--- src/cart_bus_pkg.sv ---
package cart_bus_pkg;

	localparam int cpu_addr_w = 15;	// A14..A0, A15 arrives as romsel
	localparam int cpu_data_w = 8;
	localparam int ppu_addr_w = 14;	// PPU A13..A0

	localparam int prg_out_lsb = 13;	// Flash A13, lowest remapped bit
	localparam int prg_out_msb = 26;	// 128M flash
	localparam int chr_out_lsb = 10;	// 1K CHR granularity
	localparam int chr_out_msb = 17;	// 256K CHR RAM

	localparam logic [2:0] cfg_region = 3'b101;	// A14..A12 of $5xxx
	localparam logic [1:0] sram_region = 2'b11;	// A14..A13 of $6000-$7FFF
	localparam logic [1:0] fme7_cmd_port = 2'b00;	// $8000-$9FFF
	localparam logic [1:0] fme7_data_port = 2'b01;	// $A000-$BFFF

	// $5xx0..$5xx7, decoded from A2..A0
	localparam logic [2:0] cfg_base_hi = 3'd0;	// Base A26..A22
	localparam logic [2:0] cfg_base_lo = 3'd1;	// Base A21..A14
	localparam logic [2:0] cfg_mask = 3'd2;	// PRG mask A18..A14
	localparam logic [2:0] cfg_chr0 = 3'd3;	// Direct CHR bank
	localparam logic [2:0] cfg_chr_mask = 3'd4;	// CHR mask A17..A13
	localparam logic [2:0] cfg_prg_sram = 3'd5;	// Direct PRG bank and SRAM page
	localparam logic [2:0] cfg_mapper = 3'd6;	// Flags and mapper code
	localparam logic [2:0] cfg_misc = 3'd7;	// Lockout, mirroring, enables

endpackage

--- src/mapper_pkg.sv ---
package mapper_pkg;

	// Mapper codes as written to $5xx6 bits 4..0
	typedef enum logic [4:0] {
		map_nrom = 5'd0,
		map_uxrom = 5'd1,
		map_cnrom = 5'd2,
		map_axrom = 5'd8,
		map_mmc1 = 5'd16,
		map_fme7 = 5'd25
	} mapper_e;

	// Same order as the FME-7 mirroring register
	typedef enum logic [1:0] {
		mir_vertical,	// CIRAM A10 from PPU A10
		mir_horizontal,	// CIRAM A10 from PPU A11
		mir_single_a,	// Lower nametable only
		mir_single_b	// Upper nametable only
	} mirror_e;

	// Serial loader position, one state per received bit
	typedef enum logic [2:0] {
		ld_bit0,
		ld_bit1,
		ld_bit2,
		ld_bit3,
		ld_bit4
	} mmc1_state_e;

	// FME-7 command register values
	typedef enum logic [3:0] {
		cmd_chr0, cmd_chr1, cmd_chr2, cmd_chr3,
		cmd_chr4, cmd_chr5, cmd_chr6, cmd_chr7,
		cmd_prg0, cmd_prg1, cmd_prg2, cmd_prg3,
		cmd_mirror, cmd_irq_ctrl, cmd_irq_lo, cmd_irq_hi
	} fme7_cmd_e;

endpackage

--- src/config_regs.sv ---
`timescale 1ns/10ps

module config_regs import cart_bus_pkg::*, mapper_pkg::*;
(
	input  logic m2,
	input  logic ppu_addr_in,
	input  logic romsel,
	input  logic cpu_rw,
	input  logic [cpu_addr_w-1:0] cpu_addr,
	input  logic [cpu_data_w-1:0] cpu_data,
	output logic [26:14] cpu_base,
	output logic [18:14] cpu_mask,
	output logic [17:13] chr_mask,
	output logic [1:0] sram_page,
	output mapper_e mapper,
	output logic [2:0] flags,
	output logic sram_enabled,
	output logic prg_write_enabled,
	output logic chr_write_enabled,
	output logic cfg_mirror_wr,
	output mirror_e cfg_mirror,
	output logic chr0_load,
	output logic prg_load,
	output logic [7:0] init_data
);
	logic lockout;	// Set once by the loader menu, cleared only by reset
	logic cfg_wr;

	assign cfg_wr = ~cpu_rw & romsel & (cpu_addr[14:12] == cfg_region) & ~lockout;

	// Bank and mirroring pokes go straight to bank_regs in the write cycle
	assign chr0_load = cfg_wr & (cpu_addr[2:0] == cfg_chr0);
	assign prg_load = cfg_wr & (cpu_addr[2:0] == cfg_prg_sram);
	assign cfg_mirror_wr = cfg_wr & (cpu_addr[2:0] == cfg_misc);
	assign cfg_mirror = mirror_e'(cpu_data[4:3]);
	assign init_data = cpu_data;

	always_ff @(posedge m2 or posedge ppu_addr_in)
	begin
		if (ppu_addr_in)
		begin
			cpu_base <= '0;
			cpu_mask <= '0;
			chr_mask <= '0;
			sram_page <= '0;
			mapper <= map_nrom;
			flags <= '0;
			sram_enabled <= 1'b0;
			prg_write_enabled <= 1'b0;
			chr_write_enabled <= 1'b0;
			lockout <= 1'b0;
		end
		else if (cfg_wr)
		begin
			case (cpu_addr[2:0])
				cfg_base_hi: cpu_base[26:22] <= cpu_data[4:0];
				cfg_base_lo: cpu_base[21:14] <= cpu_data;
				cfg_mask: cpu_mask <= cpu_data[4:0];
				cfg_chr_mask: chr_mask <= cpu_data[4:0];
				cfg_prg_sram: sram_page <= cpu_data[1:0];	// Upper bits are the PRG bank
				cfg_mapper:
				begin
					flags <= cpu_data[7:5];
					mapper <= mapper_e'(cpu_data[4:0]);
				end
				cfg_misc:
				begin
					lockout <= cpu_data[7];
					prg_write_enabled <= cpu_data[2];	// Bits 4..3 are mirroring
					chr_write_enabled <= cpu_data[1];
					sram_enabled <= cpu_data[0];
				end
				default: ;	// $5xx3 only loads the CHR bank
			endcase
		end
	end

endmodule

--- src/mmc1_loader.sv ---
`timescale 1ns/10ps

module mmc1_loader import cart_bus_pkg::*, mapper_pkg::*;
(
	input  logic m2,
	input  logic ppu_addr_in,
	input  logic mmc1_wr,
	input  logic [cpu_data_w-1:0] cpu_data,
	input  logic [cpu_addr_w-1:0] cpu_addr,
	output logic mmc1_commit,
	output logic [4:0] mmc1_value,
	output logic [1:0] mmc1_target
);
	mmc1_state_e state;
	logic [3:0] shift;	// First four bits, newest at the top
	logic bit_wr;	// Data write, not a loader reset

	assign bit_wr = mmc1_wr & ~cpu_data[7];

	// Fifth bit joins from the bus, so the commit lands on its own edge
	assign mmc1_commit = bit_wr & (state == ld_bit4);
	assign mmc1_value = {cpu_data[0], shift};
	assign mmc1_target = cpu_addr[14:13];	// Register picked by the fifth write only

	always_ff @(posedge m2 or posedge ppu_addr_in)
	begin
		if (ppu_addr_in)
		begin
			state <= ld_bit0;
			shift <= '0;
		end
		else if (mmc1_wr & cpu_data[7])
		begin
			state <= ld_bit0;	// Drop partial value
			shift <= '0;
		end
		else if (bit_wr)
		begin
			shift <= {cpu_data[0], shift[3:1]};
			case (state)
				ld_bit0: state <= ld_bit1;
				ld_bit1: state <= ld_bit2;
				ld_bit2: state <= ld_bit3;
				ld_bit3: state <= ld_bit4;
				default: state <= ld_bit0;	// Commit cycle, start over
			endcase
		end
	end

endmodule

--- src/fme7_irq_timer.sv ---
`timescale 1ns/10ps

module fme7_irq_timer import cart_bus_pkg::*;
(
	input  logic m2,
	input  logic ppu_addr_in,
	input  logic irq_ctrl_wr,
	input  logic lo_wr,
	input  logic hi_wr,
	input  logic [cpu_data_w-1:0] cpu_data,
	output logic irq
);
	logic [15:0] counter;
	logic count_en;	// Control bit 0
	logic irq_en;	// Control bit 7
	logic tick_at_zero;

	assign tick_at_zero = count_en & (counter == 16'd0);

	always_ff @(posedge m2 or posedge ppu_addr_in)
	begin
		if (ppu_addr_in)
		begin
			counter <= '0;
			count_en <= 1'b0;
			irq_en <= 1'b0;
			irq <= 1'b0;
		end
		else
		begin
			if (lo_wr)
				counter[7:0] <= cpu_data;
			else if (hi_wr)
				counter[15:8] <= cpu_data;
			else if (count_en)
				counter <= counter - 16'd1;	// Wraps to $FFFF after zero

			if (irq_ctrl_wr)
			begin
				count_en <= cpu_data[0];
				irq_en <= cpu_data[7];
				irq <= 1'b0;	// Any control write acks
			end
			else if (tick_at_zero && irq_en)
				irq <= 1'b1;	// Held until acked
		end
	end

endmodule

--- src/bank_regs.sv ---
`timescale 1ns/10ps

module bank_regs import cart_bus_pkg::*, mapper_pkg::*;
#(
	parameter bit use_mmc1 = 1'b1,
	parameter bit use_fme7 = 1'b1
)
(
	input  logic m2,
	input  logic ppu_addr_in,
	input  logic romsel,
	input  logic cpu_rw,
	input  logic [cpu_addr_w-1:0] cpu_addr,
	input  logic [cpu_data_w-1:0] cpu_data,
	input  mapper_e mapper,
	input  logic cfg_mirror_wr,
	input  mirror_e cfg_mirror,
	input  logic chr0_load,
	input  logic prg_load,
	input  logic [7:0] init_data,
	output logic [4:0] prg_bank,
	output logic [4:0] chr_bank,
	output logic [4:0] mmc1_ctrl,
	output logic [4:0] mmc1_chr0,
	output logic [4:0] mmc1_chr1,
	output logic [4:0] mmc1_prg,
	output logic [7:0][7:0] fme7_chr,
	output logic [2:0][5:0] fme7_prg,
	output mirror_e mirroring,
	output logic irq
);
	logic map_wr;	// Any write to $8000-$FFFF
	logic mmc1_wr;
	logic mmc1_commit;
	logic [4:0] mmc1_value;
	logic [1:0] mmc1_target;
	logic fme7_wr;
	logic fme7_data_wr;
	fme7_cmd_e fme7_cmd;
	logic [3:0] cmd_idx;
	logic fme7_irq_ctrl_wr;
	logic fme7_lo_wr;
	logic fme7_hi_wr;

	assign map_wr = ~cpu_rw & ~romsel;
	assign mmc1_wr = use_mmc1 && map_wr && (mapper == map_mmc1);
	assign fme7_wr = use_fme7 && map_wr && (mapper == map_fme7);
	assign fme7_data_wr = fme7_wr && (cpu_addr[14:13] == fme7_data_port);
	assign cmd_idx = fme7_cmd;

	// Timer ports
	assign fme7_irq_ctrl_wr = fme7_data_wr && (fme7_cmd == cmd_irq_ctrl);
	assign fme7_lo_wr = fme7_data_wr && (fme7_cmd == cmd_irq_lo);
	assign fme7_hi_wr = fme7_data_wr && (fme7_cmd == cmd_irq_hi);

	mmc1_loader i_mmc1_loader (
		.m2(m2), .ppu_addr_in(ppu_addr_in), .mmc1_wr(mmc1_wr), .cpu_data(cpu_data),
		.cpu_addr(cpu_addr), .mmc1_commit(mmc1_commit), .mmc1_value(mmc1_value),
		.mmc1_target(mmc1_target)
	);

	fme7_irq_timer i_fme7_irq_timer (
		.m2(m2), .ppu_addr_in(ppu_addr_in), .irq_ctrl_wr(fme7_irq_ctrl_wr),
		.lo_wr(fme7_lo_wr), .hi_wr(fme7_hi_wr), .cpu_data(cpu_data), .irq(irq)
	);

	always_ff @(posedge m2 or posedge ppu_addr_in)
	begin
		if (ppu_addr_in)
		begin
			prg_bank <= '0;
			chr_bank <= '0;
			mmc1_ctrl <= '0;
			mmc1_chr0 <= '0;
			mmc1_chr1 <= '0;
			mmc1_prg <= '0;
			fme7_chr <= '0;
			fme7_prg <= '0;
			fme7_cmd <= cmd_chr0;
			mirroring <= mir_vertical;
		end
		else
		begin
			if (cfg_mirror_wr) mirroring <= cfg_mirror;
			if (chr0_load) chr_bank <= init_data[4:0];
			if (prg_load) prg_bank <= init_data[6:2];	// Bits 1..0 are the SRAM page

			if (map_wr)
			begin
				case (mapper)
					map_uxrom: prg_bank <= cpu_data[4:0];
					map_cnrom: chr_bank <= cpu_data[4:0];
					map_axrom:
					begin
						prg_bank <= cpu_data[4:0];
						mirroring <= cpu_data[4] ? mir_single_b : mir_single_a;
					end
					default: ;	// NROM has no ports
				endcase
			end

			if (mmc1_wr && cpu_data[7]) mmc1_ctrl[3:2] <= 2'b11;	// Fix last bank at $C000
			if (mmc1_commit)
			begin
				case (mmc1_target)
					2'd0:
					begin
						mmc1_ctrl <= mmc1_value;
						mirroring <= mirror_e'(mmc1_value[1:0] ^ 2'b10);	// MMC1 order to ours
					end
					2'd1: mmc1_chr0 <= mmc1_value;
					2'd2: mmc1_chr1 <= mmc1_value;
					default: mmc1_prg <= mmc1_value;
				endcase
			end

			if (fme7_wr && (cpu_addr[14:13] == fme7_cmd_port)) fme7_cmd <= fme7_cmd_e'(cpu_data[3:0]);
			if (fme7_data_wr)
			begin
				case (fme7_cmd)
					cmd_chr0, cmd_chr1, cmd_chr2, cmd_chr3,
					cmd_chr4, cmd_chr5, cmd_chr6, cmd_chr7: fme7_chr[cmd_idx[2:0]] <= cpu_data;
					cmd_prg1, cmd_prg2, cmd_prg3: fme7_prg[cmd_idx[1:0] - 2'd1] <= cpu_data[5:0];
					cmd_mirror: mirroring <= mirror_e'(cpu_data[1:0]);
					default: ;	// $6000 bank unused, SRAM there
				endcase
			end
		end
	end

endmodule

--- src/addr_mapper.sv ---
`timescale 1ns/10ps

module addr_mapper import cart_bus_pkg::*, mapper_pkg::*;
#(
	parameter bit use_mmc1 = 1'b1,
	parameter bit use_fme7 = 1'b1
)
(
	input  logic romsel,
	input  logic cpu_rw,
	input  logic m2,
	input  logic [cpu_addr_w-1:0] cpu_addr,
	input  logic ppu_rd,
	input  logic ppu_wr,
	input  logic [ppu_addr_w-1:0] ppu_addr,
	input  logic [26:14] cpu_base,
	input  logic [18:14] cpu_mask,
	input  logic [17:13] chr_mask,
	input  logic [1:0] sram_page,
	input  logic sram_enabled,
	input  logic prg_write_enabled,
	input  logic chr_write_enabled,
	input  mapper_e mapper,
	input  logic [2:0] flags,
	input  logic [4:0] prg_bank,
	input  logic [4:0] chr_bank,
	input  logic [4:0] mmc1_ctrl,
	input  logic [4:0] mmc1_chr0,
	input  logic [4:0] mmc1_chr1,
	input  logic [4:0] mmc1_prg,
	input  logic [7:0][7:0] fme7_chr,
	input  logic [2:0][5:0] fme7_prg,
	input  mirror_e mirroring,
	output logic [prg_out_msb:prg_out_lsb] cpu_addr_out,
	output logic flash_we,
	output logic flash_oe,
	output logic sram_ce,
	output logic sram_we,
	output logic sram_oe,
	output logic [chr_out_msb:chr_out_lsb] ppu_addr_out,
	output logic ppu_rd_out,
	output logic ppu_wr_out,
	output logic ppu_ciram_a10
);
	logic [18:13] prg_mapped;	// 8K bank before base and mask
	logic [17:10] chr_mapped;	// 1K bank before mask
	logic sel_mmc1;
	logic sel_fme7;

	assign sel_mmc1 = use_mmc1 && (mapper == map_mmc1);
	assign sel_fme7 = use_fme7 && (mapper == map_fme7);

	always_comb
	begin
		if (sel_fme7)
		begin
			case (cpu_addr[14:13])
				2'b00: prg_mapped = fme7_prg[0];
				2'b01: prg_mapped = fme7_prg[1];
				2'b10: prg_mapped = fme7_prg[2];
				default: prg_mapped = '1;	// $E000 fixed last
			endcase
			chr_mapped = fme7_chr[ppu_addr[12:10]];
		end
		else if (sel_mmc1)
		begin
			case (mmc1_ctrl[3:2])
				2'b10: prg_mapped = cpu_addr[14] ? {1'b0, mmc1_prg[3:0], cpu_addr[13]}
					: {5'b00000, cpu_addr[13]};	// First bank at $8000
				2'b11: prg_mapped = cpu_addr[14] ? {5'b01111, cpu_addr[13]}
					: {1'b0, mmc1_prg[3:0], cpu_addr[13]};	// Last bank at $C000
				default: prg_mapped = {1'b0, mmc1_prg[3:1], cpu_addr[14:13]};	// 32K
			endcase
			if (!mmc1_ctrl[4])
				chr_mapped = {1'b0, mmc1_chr0[4:1], ppu_addr[12:10]};	// 8K, low bit ignored
			else if (ppu_addr[12])
				chr_mapped = {1'b0, mmc1_chr1, ppu_addr[11:10]};
			else
				chr_mapped = {1'b0, mmc1_chr0, ppu_addr[11:10]};
		end
		else
		begin
			if (mapper[3])
				prg_mapped = {prg_bank[3:0], cpu_addr[14:13]};	// AxROM-like, 32K
			else if (cpu_addr[14] == flags[0])
				prg_mapped = {prg_bank, cpu_addr[13]};	// Switchable 16K
			else
				prg_mapped = {{5{~flags[0]}}, cpu_addr[13]};	// Last bank, first if flag 0 set
			chr_mapped = {chr_bank, ppu_addr[12:10]};	// Plain 8K
		end
	end

	// Flash below $8000 is never mapped, romsel high means SRAM window
	assign cpu_addr_out = ~romsel ? {cpu_base | {8'd0, prg_mapped[18:14] & ~cpu_mask}, prg_mapped[13]}
		: {12'd0, sram_page};
	assign ppu_addr_out = {chr_mapped[17:13] & ~chr_mask, chr_mapped[12:10]};

	assign flash_we = cpu_rw | romsel | ~prg_write_enabled;
	assign flash_oe = ~cpu_rw | romsel;
	assign sram_ce = ~((cpu_addr[14:13] == sram_region) & m2 & romsel & sram_enabled);
	assign sram_we = cpu_rw;
	assign sram_oe = ~cpu_rw;
	assign ppu_rd_out = ppu_rd | ppu_addr[13];	// Nametables go to CIRAM
	assign ppu_wr_out = ppu_wr | ppu_addr[13] | ~chr_write_enabled;

	always_comb
	begin
		case (mirroring)
			mir_vertical: ppu_ciram_a10 = ppu_addr[10];
			mir_horizontal: ppu_ciram_a10 = ppu_addr[11];
			mir_single_a: ppu_ciram_a10 = 1'b0;
			default: ppu_ciram_a10 = 1'b1;
		endcase
	end

endmodule

--- src/cool_girl.sv ---
`timescale 1ns/10ps

module cool_girl import cart_bus_pkg::*, mapper_pkg::*;
#(
	parameter bit use_mmc1 = 1'b1,	// Mapper 1
	parameter bit use_fme7 = 1'b1	// Mapper 69
)
(
	input  logic m2,
	input  logic ppu_addr_in,	// Async reset, active high
	input  logic romsel,
	input  logic cpu_rw,
	input  logic [cpu_addr_w-1:0] cpu_addr,
	input  logic [cpu_data_w-1:0] cpu_data,
	input  logic ppu_rd,
	input  logic ppu_wr,
	input  logic [ppu_addr_w-1:0] ppu_addr,
	output logic [prg_out_msb:prg_out_lsb] cpu_addr_out,
	output logic flash_we,
	output logic flash_oe,
	output logic sram_ce,
	output logic sram_we,
	output logic sram_oe,
	output logic [chr_out_msb:chr_out_lsb] ppu_addr_out,
	output logic ppu_rd_out,
	output logic ppu_wr_out,
	output logic ppu_ciram_a10,
	output logic irq	// Active-high level
);
	logic [26:14] cpu_base;
	logic [18:14] cpu_mask;
	logic [17:13] chr_mask;
	logic [1:0] sram_page;
	mapper_e mapper;
	logic [2:0] flags;
	logic sram_enabled;
	logic prg_write_enabled;
	logic chr_write_enabled;
	logic cfg_mirror_wr;	// $5xx7 write strobe
	mirror_e cfg_mirror;
	logic chr0_load;	// $5xx3 write strobe
	logic prg_load;	// $5xx5 write strobe
	logic [7:0] init_data;
	logic [4:0] prg_bank;
	logic [4:0] chr_bank;
	logic [4:0] mmc1_ctrl;
	logic [4:0] mmc1_chr0;
	logic [4:0] mmc1_chr1;
	logic [4:0] mmc1_prg;
	logic [7:0][7:0] fme7_chr;
	logic [2:0][5:0] fme7_prg;
	mirror_e mirroring;

	config_regs i_config_regs (.*);

	bank_regs #(
		.use_mmc1(use_mmc1),
		.use_fme7(use_fme7)
	) i_bank_regs (.*);

	addr_mapper #(
		.use_mmc1(use_mmc1),
		.use_fme7(use_fme7)
	) i_addr_mapper (.*);

endmodule

--- config.mk ---
export PLATFORM = sky130hd
export DESIGN_NAME = cool_girl
export DESIGN_NICKNAME = d
export VERILOG_FILES = /design/src/cart_bus_pkg.sv /design/src/mapper_pkg.sv /design/src/config_regs.sv /design/src/mmc1_loader.sv /design/src/fme7_irq_timer.sv /design/src/bank_regs.sv /design/src/addr_mapper.sv /design/src/cool_girl.sv
export SDC_FILE = /design/constraint.sdc
export NUM_CORES = 1
export LEC_CHECK = 0
export BUFFER_PORTS_ARGS = -buffer_cell sky130_fd_sc_hd__buf_2
export CAP_MARGIN = 15
export CORE_MARGIN = 2
export CORE_UTILIZATION = 55
export DETAILED_ROUTE_END_ITERATION = 8
export GPL_TIMING_DRIVEN = 0
export PLACE_DENSITY = 0.73
export SLEW_MARGIN = 20
export SYNTH_ARGS = -nofsm -noshare
export SYNTH_HDL_FRONTEND = slang
export SYNTH_SLANG_ARGS = --single-unit
--- constraint.sdc ---
create_clock -name m2 -period 9.5 [get_ports m2]
set_clock_uncertainty 0.15 [all_clocks]
set_input_delay 0.95 -clock m2 [delete_from_list [all_inputs] [get_ports m2]]
set_output_delay 0.95 -clock m2 [all_outputs]
set_load 0.02 [all_outputs]
### After elaboration in Yosys (flattened, before gate mapping)

Cells that the tools add are included.

* $lt $le $gt $ge: 5
* multiply operators: 0
* shift-type cells: 0
* mux-type cells: 50
* divide/modulo/power cells: 0
* bitwise gates (word level): 36
* eq/ne operators: 40
* add/subtract/negate cells: 2
* reduce and logical (&&, ||, !) cells: 40

Operators by type and width (number)
* $bwmux W64: 1
* $mux W8: 7
* $mux W5: 8
* $mux W6: 5
* $reduce_and A2 Y1: 15
* $eq A4 B4 Y1 const B: 7
* $bmux W8 S3: 1
* $demux W8 S3: 1
* $bwmux W18: 1
* $eq A3 B3 Y1 const B: 6
* $pmux W6 S3: 1
* $eq A4 B3 Y1 const B: 4
* $logic_not A16 Y1: 1
* $mux W16: 1
* $mux W2: 8
* $mux W4: 4
* $sub A16 B1 Y16 const B: 1
* $and A1 B1 Y1: 14
* $mux W14: 1
* $mux W7: 2
* $or A13 B5 Y13: 1
* $demux W6 S2: 1
* $eq A3 B2 Y1 const B: 4
* $pmux W3 S4: 1
* 32 further kinds: 77

* ROM bits: 0
* memories: 0
* flip-flop bits (word level): 178
* bits in latches: 0
* output and inout bits: 31
* memory bits (writable): 0

### Longest topological paths before layout

Gate-level depths: netlist of run 1.

* depth in word-level cells: 12
* mapped depth: 7
* depth with buffers taken out: 7

### Cells and area by module

A second synthesis of run 1 with hierarchy kept.

* cell total of the unflattened synthesis: 764
* area, all modules: 9357.7 sq um

Modules (own cells, without submodules)
* bank_regs: area each 4808.4 sq um, cells an instance 327, instances 1
* config_regs: area each 1584.0 sq um, cells an instance 105, instances 1
* addr_mapper: area each 1426.4 sq um, cells an instance 174, instances 1
* fme7_irq_timer: area each 1202.4 sq um, cells an instance 129, instances 1
* mmc1_loader: area each 336.6 sq um, cells an instance 29, instances 1

==> results by group, run 1 <==
Timing
  • Transition time at the pin with the least slew margin: 0.841 ns
  • Setup repair after global routing missed its margin: no
  • Final Hold Fails: 0
  • Pins Over Slew Limit: 0
  • Final setup viols: 0
  • Total Neg Setup Slack: 0 ns
  • Headroom to the max-slew limit: 0.439
  • Worst Hold Margin: 0.292 ns
  • Worst setup margin: 3.00 ns

Setup path
  • Library cell contributing the largest single delay on the critical path: sky130_fd_sc_hd__buf_2
  • Required arrival time at the worst endpoint: 8.40 ns
  • Highest cell delay on the worst timing path: 0.18 ns
  • Destination of the worst register-to-register timing path: i_bank_regs.fme7_chr[52]$_DFFE_PP0P_
  • Kind of launch point of the worst setup path: clock port
  • Critical path, cell by cell: clkbuf_16 > clkbuf_16 > and3_1 > nand3_1 > buf_2
  • Startpoint of the most critical setup path: m2
  • Worst endpoint data arrival time: 5.40 ns
  • Worst setup path endpoint: sram_ce
  • Class of the most critical setup path: clk2out
  • Path depth of the worst reg2reg path: 7
  • Reg2reg setup slack: 6.85 ns
  • Critical Path Sink Type: output pin
  • Most common cell on crit path: sky130_fd_sc_hd__clkbuf_16
  • Worst-path maximum fanout: 2
  • Reg-to-Reg Start: i_config_regs.mapper[1]$_DFFE_PP0P_

Power
  • Peak supply drop: 0.143 mV
  • Cell leakage power: 4.57 nW
  • Power per cell area: 180 mW/mm^2

Placement
  • Post-Place Worst Slack: 3.28 ns
  • Routability congestion estimate from global placement: 0.843
  • Placed wire-length estimate after detailed placement: 16.0 mm
  • Number of port buffers: 48

Synth
  • Number of unique standard cell types used by synthesis: 59
  • Share of synthesized flip-flops with an asynchronous set or reset: 1.00
  • Synthesized instance count: 758
  • Synthesized area: 0.00873 mm^2
  • Largest area contributor in the netlist: sky130_fd_sc_hd__dfrtp_1
  • Area fraction of the dominant cell type after synthesis: 0.505
  • Number of flops mapped to enable cells by yosys: 0
  • Main synth FF type: sky130_fd_sc_hd__dfrtp_1
  • Number of warnings printed during yosys synthesis: 0
  • Share of synthesized area occupied by flip-flops and latches: 0.505
  • Avg Synthesized Cell Area: 11.5 um^2
  • Post-synthesis sequential element count: 176
  • Net count after synthesis: 803
  • Top post-synthesis cells by area: sky130_fd_sc_hd__dfrtp_1, sky130_fd_sc_hd__mux2_2, sky130_fd_sc_hd__mux4_2, sky130_fd_sc_hd__a21oi_1, sky130_fd_sc_hd__o21ai_0

Floorplanning
  • Die Wd: 130 um
  • Initial cell density of the core: 0.555
  • # rows: 46
  • Height of the chip: 130 um
  • Number of ports placed on the die boundary: 74
  • CORE AREA: 0.0157 mm^2
  • Die Footprint: 0.0169 mm^2

Global route
  • Met3 Use GR: 0.0713
  • GRT met2 Usage: 0.464
  • Gr busiest metal: met2
  • Largest net degree at the start of global routing: 106
  • Residual overflow from global routing: 0
  • Overall routing resource usage: 0.286
  • Via count of the first global-routing pass: 6587
  • Wire length of the first global-routing pass: 35.6 mm
  • Global-route met1 utilization: 0.370
  • Number of antenna violations at the first check in global routing: 0

Routing
  • Drc violations: 0
  • Vias after detailed routing: 6584
  • Number of iterations in the first detailed-routing pass: 7
  • Initial detailed-routing violation count: 671
  • Count of antenna-violating nets left after detailed routing: 0
  • Routed WL: 22.9 mm
  • Vias/cell: 6.23
  • Detail-routed net length per standard cell: 21.7 um

CTS
  • Post-cts gate resize count: 0
  • Number of buffers added to fix hold violations after cts: 0
  • Source-to-sink clock delay at the later pin of the worst-skew pair: 0.54 ns
  • Clock tree from TritonCTS: yes
  • Clock-pin transition on the worst setup and hold timing paths: 0.07 ns
  • Setup repair bufs after CTS: 0

Final layout
  • Final layout net count: 874
  • Highest-count cells in the layout ignoring fill and taps: sky130_fd_sc_hd__dfrtp_1, sky130_fd_sc_hd__mux2_2, sky130_fd_sc_hd__nand2_1
  • Area added between synthesis and finish: 13.8%
  • Most common cell after layout, fill and taps aside: sky130_fd_sc_hd__dfrtp_1
  • Share of cells above drive strength 1: 0.315
  • Final antenna diode count: 0

Status
  • Status: completed

Flow run
  • Number of maximum-capacitance constraint violations: 0

Worst hold path
  • Worst Hold Class: in2async
[registers in the layout, summed over array words and instances (netlist names), 5 cells and up]
| name | flops |
|---|---|
| i_bank_regs.mmc1_chr1 | 5 |
| i_config_regs.chr_mask | 5 |
| i_bank_regs.i_fme7_irq_timer.counter | 16 |
| i_bank_regs.fme7_chr | 64 |
| i_config_regs.mapper | 5 |
| i_bank_regs.chr_bank | 5 |
| i_bank_regs.fme7_prg | 18 |
| i_bank_regs.mmc1_chr0 | 5 |
| i_config_regs.cpu_mask | 5 |
| i_bank_regs.prg_bank | 5 |
| i_config_regs.cpu_base | 13 |
[per-layer routing]
layer	wire (um)	up-vias
li1	-	2917
met4	636	0
met5	0	-
met1	9430	3341
met3	1710	46
met2	11100	280
[synthesized netlist by cell type (4+ instances only)]
library cell               count
sky130_fd_sc_hd__nand2_1      56
sky130_fd_sc_hd__o21ai_0      48
sky130_fd_sc_hd__nand3_1      18
sky130_fd_sc_hd__o22ai_1       6
sky130_fd_sc_hd__nand3b_1      5
sky130_fd_sc_hd__or2_2         5
sky130_fd_sc_hd__buf_2         7
sky130_fd_sc_hd__nor3_1       18
sky130_fd_sc_hd__nor2b_1      15
sky130_fd_sc_hd__a21oi_1      52
sky130_fd_sc_hd__a31oi_1       4
sky130_fd_sc_hd__a211oi_1     10
sky130_fd_sc_hd__nand2b_1     10
sky130_fd_sc_hd__clkbuf_1     35
sky130_fd_sc_hd__mux2_1        6
sky130_fd_sc_hd__mux2i_1      13
sky130_fd_sc_hd__dfrtp_1     176
sky130_fd_sc_hd__inv_1        18
sky130_fd_sc_hd__mux4_2       16
sky130_fd_sc_hd__nor2_1       32
sky130_fd_sc_hd__nand4_1      10
sky130_fd_sc_hd__mux2_2      139
sky130_fd_sc_hd__maj3_1        4
[final cells by class]
class	count	area, um^2
fill	1200	5780
sequential	176	4400
multi-input combinational	519	4070
clock buffer	22	509
tap	216	270
timing repair buffer	48	263
buffer	45	181
clock inverter	13	154
inverter	18	75.1
[worst min path at each step]
stage	from	end	cells after the start
global placement	i_config_regs.lockout$_DFFE_PP0N_	i_config_regs.lockout$_DFFE_PP0N_	1
global route	ppu_addr_in	i_bank_regs.fme7_chr[14]$_DFFE_PP0P_	2
detailed placement	i_config_regs.lockout$_DFFE_PP0N_	i_config_regs.lockout$_DFFE_PP0N_	1
finish	ppu_addr_in	i_bank_regs.fme7_chr[14]$_DFFE_PP0P_	2
CTS	i_config_regs.lockout$_DFFE_PP0N_	i_config_regs.lockout$_DFFE_PP0N_	1
floorplan	i_config_regs.lockout$_DFFE_PP0N_	i_config_regs.lockout$_DFFE_PP0N_	1
[logic make-up after synthesis]
logic type / synth area share
AOI/OAI and AO/OA: 0.0893
adders and majority gates: 0.00746
buffers and inverters: 0.0285
DFF: 0.505
muxes: 0.243
and+or+nand+nor: 0.127
[per-stage QoR]
step / cells / cell area, um^2 / power, mW / util
5_1_grt: 1057 / 9930 / 1.85 / 0.632
3_3_place_gp: 1022 / 9240 / 1.02 / 0.588
6_report: 1057 / 9930 / 1.78 / 0.632
2_1_floorplan: 758 / 8730 / 0.958 / -
3_5_place_dp: 1023 / 9270 / 1.03 / 0.590
4_1_cts: 1057 / 9930 / 1.79 / 0.632
[critical path: cells and delay by family]
family,cells,cell delay [ns]
buffers and inverters,3,0.43
and+or+nand+nor,2,0.22
[report_power, final]
group	switching [mW]	leakage, nW	internal [mW]	total (mW)
registers	0.0301	2.33	0.786	0.816
clock network	0.315	0.323	0.446	0.761
logic	0.125	1.91	0.0813	0.206
total	0.470	4.57	1.31	1.78
Power figures use the tool's default switching activity.
==> inputs of run 2 (changes only) <==
- ABC_AREA: default -> 1
- clock period: 9.5 -> 6.75 ns (I/O delays scaled with it)
==> run 2 against run 1 <==
Wire length rose by 8.7%; final cell count rose by 37%; register-to-register slack got worse by 2.3 ns; die area rose by 1.6%; via count rose by 22%; global-route usage rose by 2.4 points.
==> results by group, run 2 <==
Status
  • Status: completed (unchanged)

Synth
  • Dominant combinational cell family by area after synthesis: simple AND/OR/NAND/NOR gates (was multiplexers)
  • Top post-synthesis cells by area: sky130_fd_sc_hd__dfrtp_1, sky130_fd_sc_hd__nand2_1, sky130_fd_sc_hd__o21ai_0, sky130_fd_sc_hd__nor2_1, sky130_fd_sc_hd__inv_1 (was sky130_fd_sc_hd__dfrtp_1, sky130_fd_sc_hd__mux2_2, sky130_fd_sc_hd__mux4_2, sky130_fd_sc_hd__a21oi_1, sky130_fd_sc_hd__o21ai_0)
  • Post-synthesis sequential element count: 176 (unchanged)
  • Number of warnings printed during yosys synthesis: 0 (unchanged)
  • Post-synthesis mux area share: 0 (was 0.243)
  • Number of unique standard cell types used by synthesis: 40 (was 59)
  • Synth Area in Simple Gates: 0.279 (was 0.127)
  • Area fraction of the dominant cell type after synthesis: 0.497 (was 0.505)
  • Area fraction in compound gates after synthesis: 0.150 (was 0.0893)
  • Share of synthesized flip-flops with an asynchronous set or reset: 1.00 (unchanged)
  • Most frequent cell after synthesis: sky130_fd_sc_hd__nand2_1 (was sky130_fd_sc_hd__dfrtp_1)
  • Net count after synthesis: 1189 (was 803)
  • Number of flops mapped to enable cells by yosys: 0 (unchanged)
  • Adder and majority gate portion of the synthesized area: 0.00282 (was 0.00746)
  • Avg Synthesized Cell Area: 7.75 um^2 (was 11.5 um^2)
  • Xor-xnor portion of the synthesized cell area: 0.00593 (was 0)
  • Synthesized area: 0.00887 mm^2 (was 0.00873 mm^2)
  • Synth cell count leaders: sky130_fd_sc_hd__nand2_1, sky130_fd_sc_hd__dfrtp_1, sky130_fd_sc_hd__o21ai_0, sky130_fd_sc_hd__nor2_1, sky130_fd_sc_hd__inv_1 (was sky130_fd_sc_hd__dfrtp_1, sky130_fd_sc_hd__mux2_2, sky130_fd_sc_hd__nand2_1, sky130_fd_sc_hd__a21oi_1, sky130_fd_sc_hd__o21ai_0)
  • Share of synthesized area occupied by flip-flops and latches: 0.497 (was 0.505)
  • Synthesized instance count: 1144 (was 758)
  • Largest area contributor in the netlist: sky130_fd_sc_hd__dfrtp_1 (unchanged)
  • Main synth FF type: sky130_fd_sc_hd__dfrtp_1 (unchanged)

CTS
  • Post-cts gate resize count: 0 (unchanged)
  • Number of buffers added to fix hold violations after cts: 0 (unchanged)
  • Setup repair bufs after CTS: 0 (unchanged)
  • Source-to-sink clock delay at the later pin of the worst-skew pair: 0.55 ns (was 0.54 ns)
  • Clock tree from TritonCTS: yes (unchanged)
  • Clock-pin transition on the worst setup and hold timing paths: 0.07 ns (about the same)

Routing
  • Vias/cell: 5.57 (was 6.23)
  • Vias after detailed routing: 8052 (was 6584)
  • Number of iterations in the first detailed-routing pass: 5 (was 7)
  • Drc violations: 0 (unchanged)
  • Initial detailed-routing violation count: 808 (was 671)
  • Count of antenna-violating nets left after detailed routing: 0 (unchanged)
  • Routed WL: 24.9 mm (was 22.9 mm)
  • Detail-routed net length per standard cell: 17.2 um (was 21.7 um)

Global route
  • Largest net degree at the start of global routing: 100 (was 106)
  • Wire length of the first global-routing pass: 39.5 mm (was 35.6 mm)
  • Via count of the first global-routing pass: 7346 (was 6587)
  • Overall routing resource usage: 0.310 (was 0.286)
  • Number of antenna violations at the first check in global routing: 0 (unchanged)
  • Residual overflow from global routing: 0 (unchanged)

Setup path
  • Kind of launch point of the worst setup path: clock port (unchanged)
  • Critical Path Sink Type: output pin (unchanged)
  • Reg2reg setup slack: 4.59 ns (was 6.85 ns)
  • Critical path, cell by cell: clkbuf_16 > clkbuf_16 > nand4_1 > buf_2 (was clkbuf_16 > clkbuf_16 > and3_1 > nand3_1 > buf_2)
  • Worst endpoint data arrival time: 3.86 ns (was 5.40 ns)
  • Class of the most critical setup path: clk2out (unchanged)
  • Required arrival time at the worst endpoint: 5.92 ns (was 8.40 ns)
  • Worst-path maximum fanout: 2 (unchanged)
  • Most common cell on crit path: sky130_fd_sc_hd__clkbuf_16 (unchanged)
  • Library cell contributing the largest single delay on the critical path: sky130_fd_sc_hd__buf_2 (unchanged)
  • Highest cell delay on the worst timing path: 0.16 ns (was 0.18 ns)

Power
  • Peak supply drop: 0.211 mV (was 0.143 mV)
  • Cell leakage power: 4.98 nW (was 4.57 nW)
  • Total Power: 2.74 mW (was 1.78 mW)
  • Power per cell area: 270 mW/mm^2 (was 180 mW/mm^2)

Placement
  • Post-placement cell area: 0.00942 mm^2 (was 0.00927 mm^2)
  • Placed wire-length estimate after detailed placement: 17.3 mm (was 16.0 mm)
  • Post-Place Worst Slack: 2.33 ns (was 3.28 ns)
  • Number of port buffers: 50 (was 48)
  • Number of instances in the placed design: 1411 (was 1023)
  • Routability congestion estimate from global placement: 0.952 (was 0.843)

Final layout
  • Number of standard cells in the layout, taps in and fillers out: 1445 (was 1057)
  • Design area: 0.0101 mm^2 (was 0.00993 mm^2)
  • Most common cell after layout, fill and taps aside: sky130_fd_sc_hd__nand2_1 (was sky130_fd_sc_hd__dfrtp_1)
  • Share of cells above drive strength 1: 0.111 (was 0.315)
  • Util after Layout: 0.641 (was 0.632)
  • Largest Register: i_bank_regs.fme7_chr (unchanged)
  • Final layout net count: 1262 (was 874)
  • Largest regs: i_bank_regs.fme7_chr: 64 flops, i_bank_regs.fme7_prg: 18 flops, i_bank_regs.i_fme7_irq_timer.counter: 16 flops (unchanged)
  • Filler cell count: 1379 (was 1200)
  • Number of flip-flops under the largest register name: 64 (unchanged)
  • Multi-input gate area in the final layout: 0.00388 mm^2 (was 0.00407 mm^2)
  • Highest-count cells in the layout ignoring fill and taps: sky130_fd_sc_hd__nand2_1, sky130_fd_sc_hd__dfrtp_1, sky130_fd_sc_hd__o21ai_0 (was sky130_fd_sc_hd__dfrtp_1, sky130_fd_sc_hd__mux2_2, sky130_fd_sc_hd__nand2_1)
  • Final antenna diode count: 0 (unchanged)
  • Area added between synthesis and finish: 14.4% (was 13.8%)
  • Sequential cell area: 0.00440 mm^2 (unchanged)

Timing
  • Transition time at the pin with the least slew margin: 0.866 ns (was 0.841 ns)
  • Worst setup margin: 2.07 ns (was 3.00 ns)
  • Final Hold Fails: 0 (unchanged)
  • Pins Over Slew Limit: 0 (unchanged)
  • Headroom to the max-slew limit: 0.416 (was 0.439)
  • Final setup viols: 0 (unchanged)
  • Setup repair after global routing missed its margin: no (unchanged)

Worst hold path
  • Worst Hold Class: in2async (unchanged)

Floorplanning
  • # rows: 46 (unchanged)
  • Initial cell density of the core: 0.560 (was 0.555)
  • Die Wd: 131 um (was 130 um)
  • Height of the chip: 131 um (was 130 um)
  • CORE AREA: 0.0158 mm^2 (was 0.0157 mm^2)
  • Number of ports placed on the die boundary: 74 (unchanged)
  • Die Footprint: 0.0172 mm^2 (was 0.0169 mm^2)

Flow run
  • Number of maximum-capacitance constraint violations: 0 (unchanged)
==> run 2: cell count changes after synthesis, sizes merged, moves of 39 or more <==
cell	before	now
nand2	56	382
o21ai	49	187
inv	18	88
nor2	32	99
mux2	145	0
nand3	18	57
==> run 2: cell type report <==
type,count,area share
Sequential cell,176,0.434
Buffer,50,0.0244
Timing Repair Buffer,50,0.0269
Tap cell,216,0.0266
Clock inverter,11,0.0175
Clock buffer,24,0.0539
Multi-Input combinational cell,830,0.383
Inverter,88,0.0333
==> run 2: critical path: cells and delay by family <==
family | cells | cell delay, ns
buffers and inverters | 3 | 0.41
and+or+nand+nor | 1 | 0.07
==> run 2: routing by layer <==
| layer | up-vias | GRT usage | part of all wire |
|---|---|---|---|
| li1 | 3876 | - | - |
| met1 | 3862 | 0.432 | 0.45 |
| met2 | 267 | 0.480 | 0.46 |
| met3 | 47 | 0.0680 | 0.063 |
| met4 | 0 | 0.111 | 0.024 |
| met5 | - | 0 | 0 |
==> run 2: metrics by stage <==
step	hold WS [ns]	setup TNS, ns
2_1_floorplan	0.294	0
3_3_place_gp	0.308	-150.41
3_5_place_dp	0.323	0
4_1_cts	0.0438	0
5_1_grt	0.0544	0
6_report	0.00391	0
==> run 2: path summary, 6_finish.rpt <==
kind	from	to	cells after the start
hold reg to reg	i_config_regs.cpu_base[23]$_DFFE_PP0P_	i_config_regs.cpu_base[23]$_DFFE_PP0P_	2
min in group m2	cpu_data[1]	i_bank_regs.mirroring[1]$_DFF_PP0_	3
hold / removal	ppu_addr_in	i_bank_regs.mmc1_ctrl[2]$_DFF_PP0_	2
max in group asynchronous	ppu_addr_in	i_bank_regs.fme7_chr[14]$_DFFE_PP0P_	3
setup reg to reg	i_bank_regs.cmd_idx[3]$_DFFE_PP0P_	i_bank_regs.i_fme7_irq_timer.counter[8]$_DFFE_PP0P_	6
setup / recovery	m2	sram_ce	4
==> run 2: kinds of logic after synthesis <==
logic type	count (synthesis)
adder cells (fa/ha/maj)	2
flip-flops	176
AND/OR/NAND/NOR	568
buffers and inverters	138
XOR/XNOR	6
AO/OA/AOI/OAI	254
==> run 2: power by group <==
part           switching, mW  internal, mW
clock                  0.447         0.727
sequential            0.0472          1.13
combinational          0.272         0.120
==> inputs of run 3 (changes only) <==
- CORE_UTILIZATION: 55 -> 54
- PLACE_DENSITY: 0.73 -> 0.75
- clock period: 6.75 -> 4.1 ns (I/O delays scaled with it)
==> run 3 against run 2 <==
Clock power increased by 61%; wire length is 0.35% lower; global-route usage decreased by 1.5 points; flip-flop and latch count stayed put; combinational power is 69% higher; first-iteration DRC count grew 11%; critical endpoint is now ppu_addr_out[12]; largest power group unchanged.
==> results by group, run 3 (synthesis gave the netlist of run 2 again) <==
Floorplanning
  • CORE AREA: 0.0159 mm^2 (was 0.0158 mm^2)
  • Die Footprint: 0.0175 mm^2 (was 0.0172 mm^2)
  • Initial cell density of the core: 0.556 (was 0.560)
  • Number of ports placed on the die boundary: 74 (unchanged)
  • # rows: 46 (unchanged)
  • Die Wd: 132 um (was 131 um)
  • Height of the chip: 132 um (was 131 um)

Setup path
  • Worst-path maximum fanout: 10 (was 2)
  • Kind of launch point of the worst setup path: register (was clock port)
  • Required arrival time at the worst endpoint: 3.54 ns (was 5.92 ns)
  • Largest delay share family, worst path: compound AO/OA/AOI/OAI gates (was buffers and inverters)
  • Worst endpoint data arrival time: 3.17 ns (was 3.86 ns)
  • Crit path buf inv count: 3 (unchanged)
  • Critical Path Sink Type: output pin (unchanged)
  • Path depth of the worst reg2reg path: 6 (unchanged)
  • Destination of the worst register-to-register timing path: i_bank_regs.mirroring[1]$_DFF_PP0_ (was i_bank_regs.i_fme7_irq_timer.counter[8]$_DFFE_PP0P_)
  • Critical path, cell by cell: buf_4 > nor2_1 > nand3_1 > clkbuf_1 > o311ai_0 > o21ai_0 > buf_2 (was clkbuf_16 > clkbuf_16 > nand4_1 > buf_2)
  • Reg-to-Reg Start: i_bank_regs.i_mmc1_loader.state[0]$_DFFE_PP0P_ (was i_bank_regs.cmd_idx[3]$_DFFE_PP0P_)
  • Class of the most critical setup path: reg2out (was clk2out)
  • Highest cell delay on the worst timing path: 0.76 ns (was 0.16 ns)
  • Reg2reg setup slack: 1.87 ns (was 4.59 ns)
  • Library cell contributing the largest single delay on the critical path: sky130_fd_sc_hd__o311ai_0 (was sky130_fd_sc_hd__buf_2)

Final layout
  • Largest regs: i_bank_regs.fme7_chr: 64 flops, i_bank_regs.fme7_prg: 18 flops, i_bank_regs.i_fme7_irq_timer.counter: 16 flops (unchanged)
  • Filler cell count: 1402 (was 1379)
  • Util after Layout: 0.643 (was 0.641)
  • Sequential cell area: 0.00440 mm^2 (unchanged)
  • Largest Register: i_bank_regs.fme7_chr (unchanged)
  • Final layout net count: 1271 (was 1262)
  • Final antenna diode count: 0 (unchanged)
  • Area added between synthesis and finish: 15.6% (was 14.4%)
  • Highest-count cells in the layout ignoring fill and taps: sky130_fd_sc_hd__nand2_1, sky130_fd_sc_hd__dfrtp_1, sky130_fd_sc_hd__o21ai_0 (unchanged)
  • Most common cell after layout, fill and taps aside: sky130_fd_sc_hd__nand2_1 (unchanged)
  • Share of cells above drive strength 1: 0.115 (was 0.111)
  • Multi-input gate area in the final layout: 0.00388 mm^2 (unchanged)
  • Number of flip-flops under the largest register name: 64 (unchanged)

Global route
  • Number of antenna violations at the first check in global routing: 0 (unchanged)
  • Overall routing resource usage: 0.294 (was 0.310)
  • Residual overflow from global routing: 0 (unchanged)
  • Wire length of the first global-routing pass: 40.1 mm (was 39.5 mm)
  • Via count of the first global-routing pass: 7567 (was 7346)
  • Largest net degree at the start of global routing: 33 (was 100)

Power
  • Internal Pwr Total: 3.20 mW (was 1.98 mW)
  • Cell leakage power: 5.04 nW (was 4.98 nW)
  • Power per cell area: 437 mW/mm^2 (was 270 mW/mm^2)
  • Sequential power share: 0.433 (was 0.429)
  • Switch Pwr: 1.28 mW (was 767 uW)
  • Relative contribution of combinational cells to total power: 0.148 (was 0.143)
  • Peak supply drop: 0.384 mV (was 0.211 mV)
  • Total Power: 4.48 mW (was 2.74 mW)
  • Clock network fraction of design power: 0.419 (was 0.428)
  • Switching share of power: 0.286 (was 0.280)

Worst hold path
  • Count of cells along the worst hold path: 3
  • Worst Hold Class: in2reg (was in2async)
  • Hold path start: cpu_data[0]
  • Hold Path Sink: i_bank_regs.chr_bank[0]$_DFF_PP0_

Timing
  • Final Hold Fails: 0 (unchanged)
  • Final setup viols: 0 (unchanged)
  • Headroom to the max-slew limit: 0.437 (was 0.416)
  • Worst Hold Margin: 0.0328 ns (was 0.00391 ns)
  • FMAX: 268 MHz
  • Transition time at the pin with the least slew margin: 0.834 ns (was 0.866 ns)
  • Setup repair after global routing missed its margin: no (unchanged)
  • Pins Over Slew Limit: 0 (unchanged)
  • Fin crit period: 3.73 ns
  • Worst setup margin: 0.369 ns (was 2.07 ns)
  • Total Neg Setup Slack: 0 ns (unchanged)
  • Period utilisation layout: 0.910

CTS
  • Clock-pin transition on the worst setup and hold timing paths: 0.07 ns (about the same)
  • Post-cts gate resize count: 0 (unchanged)
  • Clock tree from TritonCTS: yes (unchanged)
  • Number of buffers added to fix hold violations after cts: 4 (was 0)
  • Setup repair bufs after CTS: 0 (unchanged)
  • Source-to-sink clock delay at the later pin of the worst-skew pair: 0.54 ns (was 0.55 ns)

Status
  • Status: completed (unchanged)

Placement
  • Post-Place Worst Slack: 1.08 ns (was 2.33 ns)
  • Routability congestion estimate from global placement: 0.938 (was 0.952)
  • Placed wire-length estimate after detailed placement: 17.5 mm (was 17.3 mm)
  • Number of port buffers: 50 (unchanged)

Routing
  • Number of iterations in the first detailed-routing pass: 9 (was 5)
  • Vias after detailed routing: 8150 (was 8052)
  • Routed WL: 24.8 mm (was 24.9 mm)
  • Initial detailed-routing violation count: 894 (was 808)
  • Vias/cell: 5.61 (was 5.57)
  • Count of antenna-violating nets left after detailed routing: 0 (unchanged)
  • Drc violations: 0 (unchanged)
  • Detail-routed net length per standard cell: 17.1 um (was 17.2 um)

Flow run
  • Number of maximum-capacitance constraint violations: 0 (unchanged)
## run 3: cell types whose count changed in the layout (fill, tap and decap cells not counted)
| cell | before | now |
|---|---|---|
| sky130_fd_sc_hd__bufinv_16 | 4 | 3 |
| sky130_fd_sc_hd__buf_12 | 0 | 6 |
| sky130_fd_sc_hd__dlygate4sd3_1 | 0 | 4 |
| sky130_fd_sc_hd__clkinv_4 | 1 | 3 |
| sky130_fd_sc_hd__buf_16 | 1 | 0 |
| sky130_fd_sc_hd__clkbuf_8 | 3 | 2 |
| sky130_fd_sc_hd__clkinvlp_4 | 3 | 2 |
| sky130_fd_sc_hd__inv_8 | 1 | 2 |
## run 3: worst max-delay path by stage
stage                                              startpoint                                                   end  slack [ns]  depth (start not counted)
final                     i_config_regs.mapper[3]$_DFFE_PP0P_                                      ppu_addr_out[12]        0.37                          7
after global routing      i_config_regs.mapper[3]$_DFFE_PP0P_                                      ppu_addr_out[12]        0.21                          7
after CTS                 i_config_regs.mapper[3]$_DFFE_PP0P_                                      ppu_addr_out[12]        0.49                          7
after detailed placement  i_config_regs.mapper[3]$_DFFE_PP0P_                                      ppu_addr_out[12]        1.08                          7
after global placement                            ppu_addr_in  i_bank_regs.i_fme7_irq_timer.counter[13]$_DFFE_PP0P_        0.19                          2
after floorplan                                   ppu_addr_in                     i_bank_regs.chr_bank[0]$_DFF_PP0_        1.29                          1
## run 3: layout make-up
cell class	count	area share
buffer	50	0.0242
clock buffer	23	0.0520
clock inverter	12	0.0168
inverter	88	0.0326
multi-input combinational	830	0.379
sequential	176	0.430
tap	216	0.0264
timing repair buffer	59	0.0395
## run 3: tightest hold or removal path: stages
cell and delay (ns):
sky130_fd_sc_hd__buf_2 0.15, sky130_fd_sc_hd__nand2_1 0.06, sky130_fd_sc_hd__o21ai_0 0.06
## run 3: layer usage
metal	vias to the layer above	wire, um	GRT usage
met5	-	0	0
li1	3893	-	-
met4	0	553	0.106
met1	3918	11000	0.412
met2	304	11500	0.454
met3	35	1740	0.0631
## run 3: power groups by stage
stage / combinational (mW) / clock [mW] / sequential (mW)
final: 0.663 / 1.88 / 1.94
after CTS: 0.659 / 1.89 / 1.93
after global placement: 0.624 / 0.000494 / 1.96
after floorplan: 0.432 / 0.000350 / 1.94
after detailed placement: 0.646 / 0.000494 / 1.97
after global routing: 0.732 / 1.97 / 1.95
## run 3: per-stage QoR
stage / std cells / area [um^2]
6_report: 1454 / 10300
5_1_grt: 1454 / 10300
4_1_cts: 1454 / 10300
3_5_place_dp: 1416 / 9510
3_3_place_gp: 1410 / 9390
2_1_floorplan: 1144 / 8870
